===== src/source/multdiv_pkg.sv =====
// ##############################
// Shared types and constants for the RV32M multiply/divide unit.
// Import into every module that handles requests.
// ##############################

package multdiv_pkg;

  // Data word width
  localparam int unsigned xlen = 32;

  // One operand half as seen by the 17x17 kernel
  localparam int unsigned half_w = 16;

  // Multiplier accumulator holds a 32-bit partial sum plus sign and carry
  localparam int unsigned acc_w = 34;

  // Long division runs one iteration per quotient bit
  localparam int unsigned div_steps = 32;

  // Width of the division step counter
  localparam int unsigned step_cnt_w = $clog2(div_steps);

  // Operator classes
  // MULH covers MULH, MULHSU and MULHU through signed_mode
  // DIV and REM cover the unsigned forms the same way
  typedef enum logic [1:0] {
    md_op_mull,
    md_op_mulh,
    md_op_div,
    md_op_rem
  } md_op_e;

  // One request to the unit
  // signed_mode bit 0 marks op_a as signed, bit 1 marks op_b as signed
  typedef struct packed {
    md_op_e          op;
    logic [1:0]      signed_mode;
    logic [xlen-1:0] op_a;
    logic [xlen-1:0] op_b;
  } md_req_t;

endpackage


===== src/source/mul_fast.sv =====
// ##############################
// Multiplier built on one 17x17 signed MAC kernel. MUL takes
// three kernel steps and the MULH forms take four.
// ##############################

`timescale 1ns/1ps

module mul_fast import multdiv_pkg::*; (
  input  logic            clk_i,
  input  logic            rst_ni,
  input  logic            start_i,
  input  md_req_t         req_i,
  output logic            done_o,
  output logic [xlen-1:0] result_o
);

  // One state per partial product
  typedef enum logic [1:0] {
    albl,
    albh,
    ahbl,
    ahbh
  } mul_state_e;

  mul_state_e mul_state_q;
  mul_state_e mul_state_d;

  logic [half_w-1:0]       half_a;
  logic [half_w-1:0]       half_b;
  logic                    sign_a;
  logic                    sign_b;
  logic signed [acc_w-1:0] accum;
  logic signed [acc_w-1:0] mac;
  logic [acc_w-1:0]        acc_q;
  logic [acc_w-1:0]        acc_d;
  logic                    done_q;
  logic                    done_d;
  logic                    is_mull;
  logic                    a_neg;
  logic                    b_neg;

  assign is_mull = (req_i.op == md_op_mull);
  assign a_neg   = req_i.signed_mode[0] & req_i.op_a[xlen-1];
  assign b_neg   = req_i.signed_mode[1] & req_i.op_b[xlen-1];

  // Kernel product plus accumulator
  // Two 17-bit factors always fit the 34-bit sum
  assign mac = $signed({sign_a, half_a}) * $signed({sign_b, half_b}) + $signed(accum);

  always_comb begin
    half_a      = req_i.op_a[half_w-1:0];
    half_b      = req_i.op_b[half_w-1:0];
    sign_a      = 1'b0;
    sign_b      = 1'b0;
    accum       = '0;
    acc_d       = acc_q;
    mul_state_d = mul_state_q;
    done_d      = 1'b0;

    unique case (mul_state_q)
      albl: begin
        // al*bl is unsigned and has no carry out of 32 bits
        if (start_i) begin
          acc_d       = mac;
          mul_state_d = albh;
        end
      end

      albh: begin
        half_b = req_i.op_b[xlen-1:half_w];
        sign_b = b_neg;
        accum  = acc_w'(acc_q[xlen-1:half_w]);
        if (is_mull) begin
          acc_d = acc_w'({mac[half_w-1:0], acc_q[half_w-1:0]});
        end else begin
          acc_d = mac;
        end
        mul_state_d = ahbl;
      end

      ahbl: begin
        half_a = req_i.op_a[xlen-1:half_w];
        sign_a = a_neg;
        if (is_mull) begin
          // Last step for MUL leaves the low word complete
          accum       = acc_w'(acc_q[xlen-1:half_w]);
          acc_d       = acc_w'({mac[half_w-1:0], acc_q[half_w-1:0]});
          done_d      = 1'b1;
          mul_state_d = albl;
        end else begin
          accum       = acc_q;
          acc_d       = mac;
          mul_state_d = ahbh;
        end
      end

      ahbh: begin
        half_a = req_i.op_a[xlen-1:half_w];
        half_b = req_i.op_b[xlen-1:half_w];
        sign_a = a_neg;
        sign_b = b_neg;
        // Upper partial sum shifted down with its sign
        accum       = {{half_w{acc_q[acc_w-1]}}, acc_q[acc_w-1:half_w]};
        acc_d       = mac;
        done_d      = 1'b1;
        mul_state_d = albl;
      end
    endcase
  end

  always_ff @(posedge clk_i or negedge rst_ni) begin
    if (!rst_ni) begin
      mul_state_q <= albl;
      done_q      <= 1'b0;
    end else begin
      mul_state_q <= mul_state_d;
      done_q      <= done_d;
    end
  end

  always_ff @(posedge clk_i) begin
    acc_q <= acc_d;
  end

  // Accumulator holds the finished word while idle
  assign done_o   = done_q;
  assign result_o = acc_q[xlen-1:0];

endmodule


===== src/source/div_long.sv =====
// ##############################
// Restoring long divider for DIV, DIVU, REM and REMU. Works on
// magnitudes and fixes the sign at the end.
// ##############################

`timescale 1ns/1ps

module div_long import multdiv_pkg::*; (
  input  logic            clk_i,
  input  logic            rst_ni,
  input  logic            start_i,
  input  md_req_t         req_i,
  output logic            done_o,
  output logic [xlen-1:0] result_o
);

  typedef enum logic [2:0] {
    div_idle,
    div_abs_a,
    div_abs_b,
    div_comp,
    div_last,
    div_change_sign,
    div_finish
  } div_state_e;

  div_state_e div_state_q;
  div_state_e div_state_d;

  logic [xlen-1:0]       num_q;
  logic [xlen-1:0]       num_d;
  logic [xlen-1:0]       den_q;
  logic [xlen-1:0]       den_d;
  logic [xlen-1:0]       quo_q;
  logic [xlen-1:0]       quo_d;
  logic [xlen-1:0]       rem_q;
  logic [xlen-1:0]       rem_d;
  logic [step_cnt_w-1:0] cnt_q;
  logic [step_cnt_w-1:0] cnt_d;
  logic [step_cnt_w-1:0] cnt_dec;
  logic                  done_q;
  logic                  done_d;

  // Private subtractor with the borrow in bit xlen
  logic [xlen-1:0]       sub_a;
  logic [xlen-1:0]       sub_b;
  logic [xlen:0]         sub_res;

  logic                  is_div;
  logic                  div_zero;
  logic                  sign_a;
  logic                  sign_b;
  logic                  quo_neg;
  logic                  rem_neg;
  logic                  is_greater_equal;
  logic [xlen-1:0]       one_shift;
  logic [xlen-1:0]       next_rem;
  logic [xlen-1:0]       next_quo;

  assign is_div   = (req_i.op == md_op_div);
  assign div_zero = (req_i.op_b == '0);
  assign sign_a   = req_i.signed_mode[0] & req_i.op_a[xlen-1];
  assign sign_b   = req_i.signed_mode[1] & req_i.op_b[xlen-1];
  assign quo_neg  = sign_a ^ sign_b;
  assign rem_neg  = sign_a;

  assign sub_res = {1'b0, sub_a} - {1'b0, sub_b};

  // Magnitudes are unsigned, so no borrow means remainder >= divisor
  assign is_greater_equal = ~sub_res[xlen];
  assign one_shift        = xlen'(1) << cnt_q;
  assign cnt_dec          = cnt_q - 1'b1;

  assign next_rem = is_greater_equal ? sub_res[xlen-1:0] : rem_q;
  assign next_quo = is_greater_equal ? (quo_q | one_shift) : quo_q;

  always_comb begin
    div_state_d = div_state_q;
    num_d       = num_q;
    den_d       = den_q;
    quo_d       = quo_q;
    rem_d       = rem_q;
    cnt_d       = cnt_q;
    done_d      = 1'b0;
    // Compare step by default
    sub_a       = rem_q;
    sub_b       = den_q;

    unique case (div_state_q)
      div_idle: begin
        if (start_i) begin
          div_state_d = div_abs_a;
        end
      end

      div_abs_a: begin
        sub_a = '0;
        sub_b = req_i.op_a;
        if (div_zero) begin
          // RV32M result for a zero divisor skips the whole iteration
          rem_d       = is_div ? '1 : req_i.op_a;
          div_state_d = div_finish;
        end else begin
          num_d       = sign_a ? sub_res[xlen-1:0] : req_i.op_a;
          quo_d       = '0;
          div_state_d = div_abs_b;
        end
      end

      div_abs_b: begin
        sub_a = '0;
        sub_b = req_i.op_b;
        den_d = sign_b ? sub_res[xlen-1:0] : req_i.op_b;
        // First partial remainder is the top numerator bit
        rem_d       = xlen'(num_q[xlen-1]);
        cnt_d       = step_cnt_w'(div_steps - 1);
        div_state_d = div_comp;
      end

      div_comp: begin
        rem_d = {next_rem[xlen-2:0], num_q[cnt_dec]};
        quo_d = next_quo;
        cnt_d = cnt_dec;
        if (cnt_q == step_cnt_w'(1)) begin
          div_state_d = div_last;
        end
      end

      div_last: begin
        // Only one of quotient and remainder is kept from here on
        rem_d       = is_div ? next_quo : next_rem;
        div_state_d = div_change_sign;
      end

      div_change_sign: begin
        sub_a = '0;
        sub_b = rem_q;
        if (is_div ? quo_neg : rem_neg) begin
          rem_d = sub_res[xlen-1:0];
        end
        div_state_d = div_finish;
      end

      div_finish: begin
        done_d      = 1'b1;
        div_state_d = div_idle;
      end

      default: begin
        div_state_d = div_idle;
      end
    endcase
  end

  always_ff @(posedge clk_i or negedge rst_ni) begin
    if (!rst_ni) begin
      div_state_q <= div_idle;
      cnt_q       <= '0;
      done_q      <= 1'b0;
    end else begin
      div_state_q <= div_state_d;
      cnt_q       <= cnt_d;
      done_q      <= done_d;
    end
  end

  always_ff @(posedge clk_i) begin
    num_q <= num_d;
    den_q <= den_d;
    quo_q <= quo_d;
    rem_q <= rem_d;
  end

  // Result sits in the remainder register once finished
  assign done_o   = done_q;
  assign result_o = rem_q;

endmodule


===== src/source/multdiv_top.sv =====
// ##############################
// Multiply/divide unit top level. Takes one request at a time and
// returns a single-cycle result strobe.
// ##############################

`timescale 1ns/1ps

module multdiv_top import multdiv_pkg::*; (
  input  logic            clk_i,
  input  logic            rst_ni,
  input  logic            req_valid_i,
  input  md_req_t         req_i,
  output logic            result_valid_o,
  output logic [xlen-1:0] result_o,
  output logic            busy_o
);

  md_req_t         req_q;
  logic            accept;
  logic            is_mul;
  logic            busy_q;
  logic            mul_start_q;
  logic            div_start_q;
  logic            mul_done;
  logic            div_done;
  logic [xlen-1:0] mul_result;
  logic [xlen-1:0] div_result;

  // Strobes arriving while busy are dropped
  assign accept = req_valid_i & ~busy_q;
  assign is_mul = (req_i.op == md_op_mull) || (req_i.op == md_op_mulh);

  always_ff @(posedge clk_i or negedge rst_ni) begin
    if (!rst_ni) begin
      busy_q      <= 1'b0;
      mul_start_q <= 1'b0;
      div_start_q <= 1'b0;
    end else begin
      mul_start_q <= accept & is_mul;
      div_start_q <= accept & ~is_mul;
      if (accept) begin
        busy_q <= 1'b1;
      end else if (result_valid_o) begin
        busy_q <= 1'b0;
      end
    end
  end

  // Request stays stable for the engine until the next acceptance
  always_ff @(posedge clk_i) begin
    if (accept) begin
      req_q <= req_i;
    end
  end

  mul_fast u_mul_fast (
    .clk_i    (clk_i),
    .rst_ni   (rst_ni),
    .start_i  (mul_start_q),
    .req_i    (req_q),
    .done_o   (mul_done),
    .result_o (mul_result)
  );

  div_long u_div_long (
    .clk_i    (clk_i),
    .rst_ni   (rst_ni),
    .start_i  (div_start_q),
    .req_i    (req_q),
    .done_o   (div_done),
    .result_o (div_result)
  );

  // Only one engine runs at a time
  assign result_valid_o = mul_done | div_done;
  assign result_o       = mul_done ? mul_result : div_result;
  assign busy_o         = busy_q;

endmodule


===== config.mk =====
export PLATFORM = sky130hd
export DESIGN_NAME = multdiv_top
export DESIGN_NICKNAME = d
export VERILOG_FILES = /design/src/source/multdiv_pkg.sv /design/src/source/mul_fast.sv /design/src/source/div_long.sv /design/src/source/multdiv_top.sv
export SDC_FILE = /design/constraint.sdc
export NUM_CORES = 2
export LEC_CHECK = 0
export ABC_AREA = 1
export BUFFER_PORTS_ARGS = -buffer_cell sky130_fd_sc_hd__buf_2
export CORE_MARGIN = 10
export CORE_UTILIZATION = 32
export CTS_CLUSTER_SIZE = 24
export DETAILED_ROUTE_END_ITERATION = 10
export HOLD_SLACK_MARGIN = 0.05
export PLACE_DENSITY = 0.52
export SLEW_MARGIN = 25
export SYNTH_ARGS = -nofsm -noshare
export SYNTH_HDL_FRONTEND = slang
export SYNTH_HIERARCHICAL = 1
export SYNTH_SLANG_ARGS = --single-unit

===== constraint.sdc =====
create_clock -name clk_i -period 7.63 [get_ports clk_i]
set_clock_uncertainty 0.2 [all_clocks]
set_input_delay 0 -clock clk_i [delete_from_list [all_inputs] [get_ports clk_i]]
set_output_delay 0 -clock clk_i [all_outputs]
set_load 0.02 [all_outputs]

==> summary.txt <==
Timing
  – Worst hold margin: 0.295 ns
  – Final hold vios: 0
  – Slew HR: 31.7%
  – Worst Tran Pin Value: 1.02 ns
  – Setup TNS: 0 ns
  – RSZ-0062 raised after global routing: false
  – Count of pins over their slew limit: 0
  – Final period utilization: 95.5%
  – Max frequency: 137 MHz
  – Final min period: 7.28 ns
  – Finish-stage setup viols: 0

Worst setup path
  – Worst EP required: 7.79 ns
  – Critical path type: register to register
  – Crit. End Element: register
  – Critical Path Start Type: register
  – Worst r2r dst: u_mul_fast/acc_q[31]$_DFFE_PP_
  – Worst setup endpoint: u_mul_fast/acc_q[31]$_DFFE_PP_
  – Worst R2R Setup Slack: 0.35 ns
  – R2R depth: 25
  – Worst Setup SP: u_mul_fast/mul_state_q[0]$_DFFE_PN0P_
  – Worst-path maximum fanout: 32
  – Reg-to-Reg Start: u_mul_fast/mul_state_q[0]$_DFFE_PN0P_
  – Worst EP arrival: 7.45 ns

Floorplanning
  – Die Height: 325 um
  – Die Footprint: 105,000 sq um
  – Cell Rows: 111
  – Starting Density: 32.3%
  – Die X: 325 um
  – Io pins: 105
  – Core ar.: 91,900 sq um

Pwr
  – Register share of total power: 47.3%
  – Combinational Power Share: 2.7%
  – NetSw: 0.679 mW
  – Static Leakage: 16.7 nW
  – PwrDens: 89.8 nW/um^2
  – Internal Power: 2.39 mW
  – Clock share of power: 49.9%
  – Peak VDD IR: 0.000145 V
  – Switching part of the total: 22.1%

Synthesis
  – Mapped Nets: 4,465
  – Post-synthesis register bit count: 245
  – Post-Syn Area: 29,700 sq um
  – Post-synth EDFFs: 230
  – Fraction of registers with async set/reset: 6.12%
  – Yosys warning total: 6
  – Most used DFF post-synth: edfxtp_1
  – Seq/Total Area, Yosys: 24.5%
  – Avg Inst Size Synth: 7.60 sq um
  – Gate Count Post-Synth: 3,909
  – Yosys cell types: 54

Layout
  – # diodes: 0
  – Finished Cell Area: 34,200 sq um
  – Highest-count cells in the layout ignoring fill and taps: nand2_1, inv_1, nor2_1, fa_1, edfxtp_1
  – Share of cells above drive strength 1: 8.48%
  – Final net count: 4,682
  – Synth-to-layout area growth: 15.0%
  – Commonest non-fill, non-tap cell in the layout: nand2_1
  – Post-route insts no fill: 5,393

Clock network
  – Root buffer cell: clkbuf_16
  – Clk pin slew, worst setup/hold paths: 0.06 ns
  – Clk sinks: 245
  – TritonCTS Buffers: 31
  – Clock Latency Late Sink: 0.62 ns
  – Clock Tree Buf Depth: 3
  – CTS tree: done
  – H-tree depth: 1

Place
  – IO Port Bufs: 104
  – Placed cell area: 31,700 sq um
  – HPWL after DPL: 95.4 mm
  – Dpl cells: 5,190
  – GPL Wtd Cong: 0.987

Global routing
  – Global-route wire length before repair: 173 mm
  – GR Overflow Total: 0
  – Overall Global Routing Usage: 21.7%
  – Maximum number of pins on one net before global-route repair: 69
  – Initial antenna violation count: 1
  – Vias in the first global route: 26,388

Route
  – Vias: 26,440
  – ANT nets after route: 0
  – Drt first pass iters: 6
  – Avg Vias per Cell: 4.90
  – Wire per inst: 21.7 um
  – Total wire length: 117 mm
  – DRT iter0 DRCs: 2,133
  – Number of remaining DRC errors: 0

Hold path
  – Worst Hold Class: register to register

Outcome
  – Outcome: finished clean

Flow run
  – MaxCap Viol Count: 0
[how the worst min path moves through the flow]
stage,from,end,slack [ns],depth (start not counted)
final,u_div_long/done_o$_DFF_PN0_,busy_o$_DFFE_PN0P_,0.29,3
after global routing,u_div_long/done_o$_DFF_PN0_,busy_o$_DFFE_PN0P_,0.35,3
after CTS,busy_o$_DFFE_PN0P_,busy_o$_DFFE_PN0P_,0.30,2
after detailed placement,rst_ni,u_div_long/div_state_q[1]$_DFFE_PN0P_,-0.21,1
after global placement,rst_ni,u_div_long/div_state_q[1]$_DFFE_PN0P_,-0.21,1
after floorplan,rst_ni,busy_o$_DFFE_PN0P_,-0.50,0
[flip-flops by register name (all words and copies together), names as in the netlist]
| name | count |
|---|---|
| u_div_long/quo_q | 32 |
| u_div_long/div_state_q | 3 |
| u_mul_fast/mul_state_q | 2 |
| u_div_long/done_o | 1 |
| u_div_long/cnt_q | 5 |
| div_start_q | 1 |
| u_mul_fast/done_o | 1 |
| busy_o | 1 |
| u_div_long/num_q | 32 |
| mul_start_q | 1 |
| req_q | 68 |
| u_div_long/result_o | 32 |
| u_div_long/den_q | 32 |
| u_mul_fast/acc_q | 34 |
[area by class of cell]
type / instances / area [sq um]
inverters: 842 / 3180
clock buffers: 41 / 843
fillers: 9806 / 57800
clock inverters: 16 / 176
repair buffers: 337 / 2680
flip-flops and latches: 245 / 7280
well taps: 1243 / 1560
multi-input cells: 2669 / 18500
[synthesized netlist by cell type, drive strengths merged (2+ instances only)]
library cell  count  area [sq um]
a22o              4          35.0
nor3             22           125
a31oi            13          81.3
xor2             12           105
nand3           161           821
and2              5          31.3
clkbuf           51           201
ha              145          1810
fa              340          6810
buf             102           682
o22ai            33           206
a21oi           106           568
a22oi             9          67.6
inv             839          3160
nand2          1065          4070
nor2            416          1610
nor4             12          75.1
nand3b            7          52.6
a21o             13          97.6
o211ai           15           113
or2              20           125
clkinv            3          11.3
edfxtp          230          6910
dfrtp            15           375
o21a              4          30.0
o21ai           205          1090
and3              2          12.5
xnor2            22           193
o21bai           17           128
nand4            17           106
[power groups by stage]
| stage | sequential, mW | clock, mW | combinational, mW |
|---|---|---|---|
| global route | 1.45 | 1.61 | 0.0889 |
| global placement | 1.48 | 0 | 0.0258 |
| floorplan | 1.48 | 0 | 0.000113 |
| finish | 1.45 | 1.53 | 0.0831 |
| detailed placement | 1.48 | 0 | 0.0260 |
| CTS | 1.45 | 1.56 | 0.0831 |
[critical path, cell delays in order (launching register included)]
cell and delay (ns):
dfrtp_1 0.41, inv_1 0.15, ha_1 0.24, nor2_2 0.07, buf_12 0.17, o21ai_2 0.54, inv_2 0.27, nor2_1 0.19
fa_1 0.42, inv_1 0.08, fa_1 0.46, fa_1 0.50, fa_1 0.55, inv_1 0.05, fa_1 0.48, inv_1 0.05
fa_1 0.48, inv_1 0.05, ha_1 0.33, a21oi_1 0.27, inv_1 0.09, a21oi_2 0.25, nand3_2 0.17, xnor2_1 0.32
or2_1 0.15, nand2_1 0.05
[stage by stage]
| step | setup slack (ns) | util (%) | power [mW] |
|---|---|---|---|
| after floorplan | 0.270 | - | 1.48 |
| after global placement | 0.258 | 34.4 | 1.51 |
| after detailed placement | 0.224 | 34.5 | 1.51 |
| after CTS | 0.192 | 37.1 | 3.10 |
| after global routing | 0.00955 | 37.2 | 3.15 |
| final | 0.347 | 37.2 | 3.07 |
[layer usage]
layer  global-route usage (%)  wire length (um)  vias up  part of all wire (%)
met5                        0                 0        -                     0
met4                     9.61              5960        0                   5.1
met3                     3.53              7900      223                   6.7
met2                     36.4             55900      970                    48
met1                     27.3             47400    12872                    40
li1                         -                 -    12375                     -
[logic make-up after synthesis]
group           share of synthesized area, %
compound gates                          8.22
xor+xnor                                1.00
fa+ha+maj                               29.0
buf+inv                                 13.6
flops                                   24.5
simple gates                            23.7
[what timing repair did]
item | 4_1_cts | 5_1_grt
endpoints found under the hold margin | 86 | 0
gates resized for setup | 0 | 12
hold buffers | 141 | 0
setup endpoints to repair | 0 | 8
setup buffers | 0 | 5
Note: power is estimated with default switching activity, not from simulation.
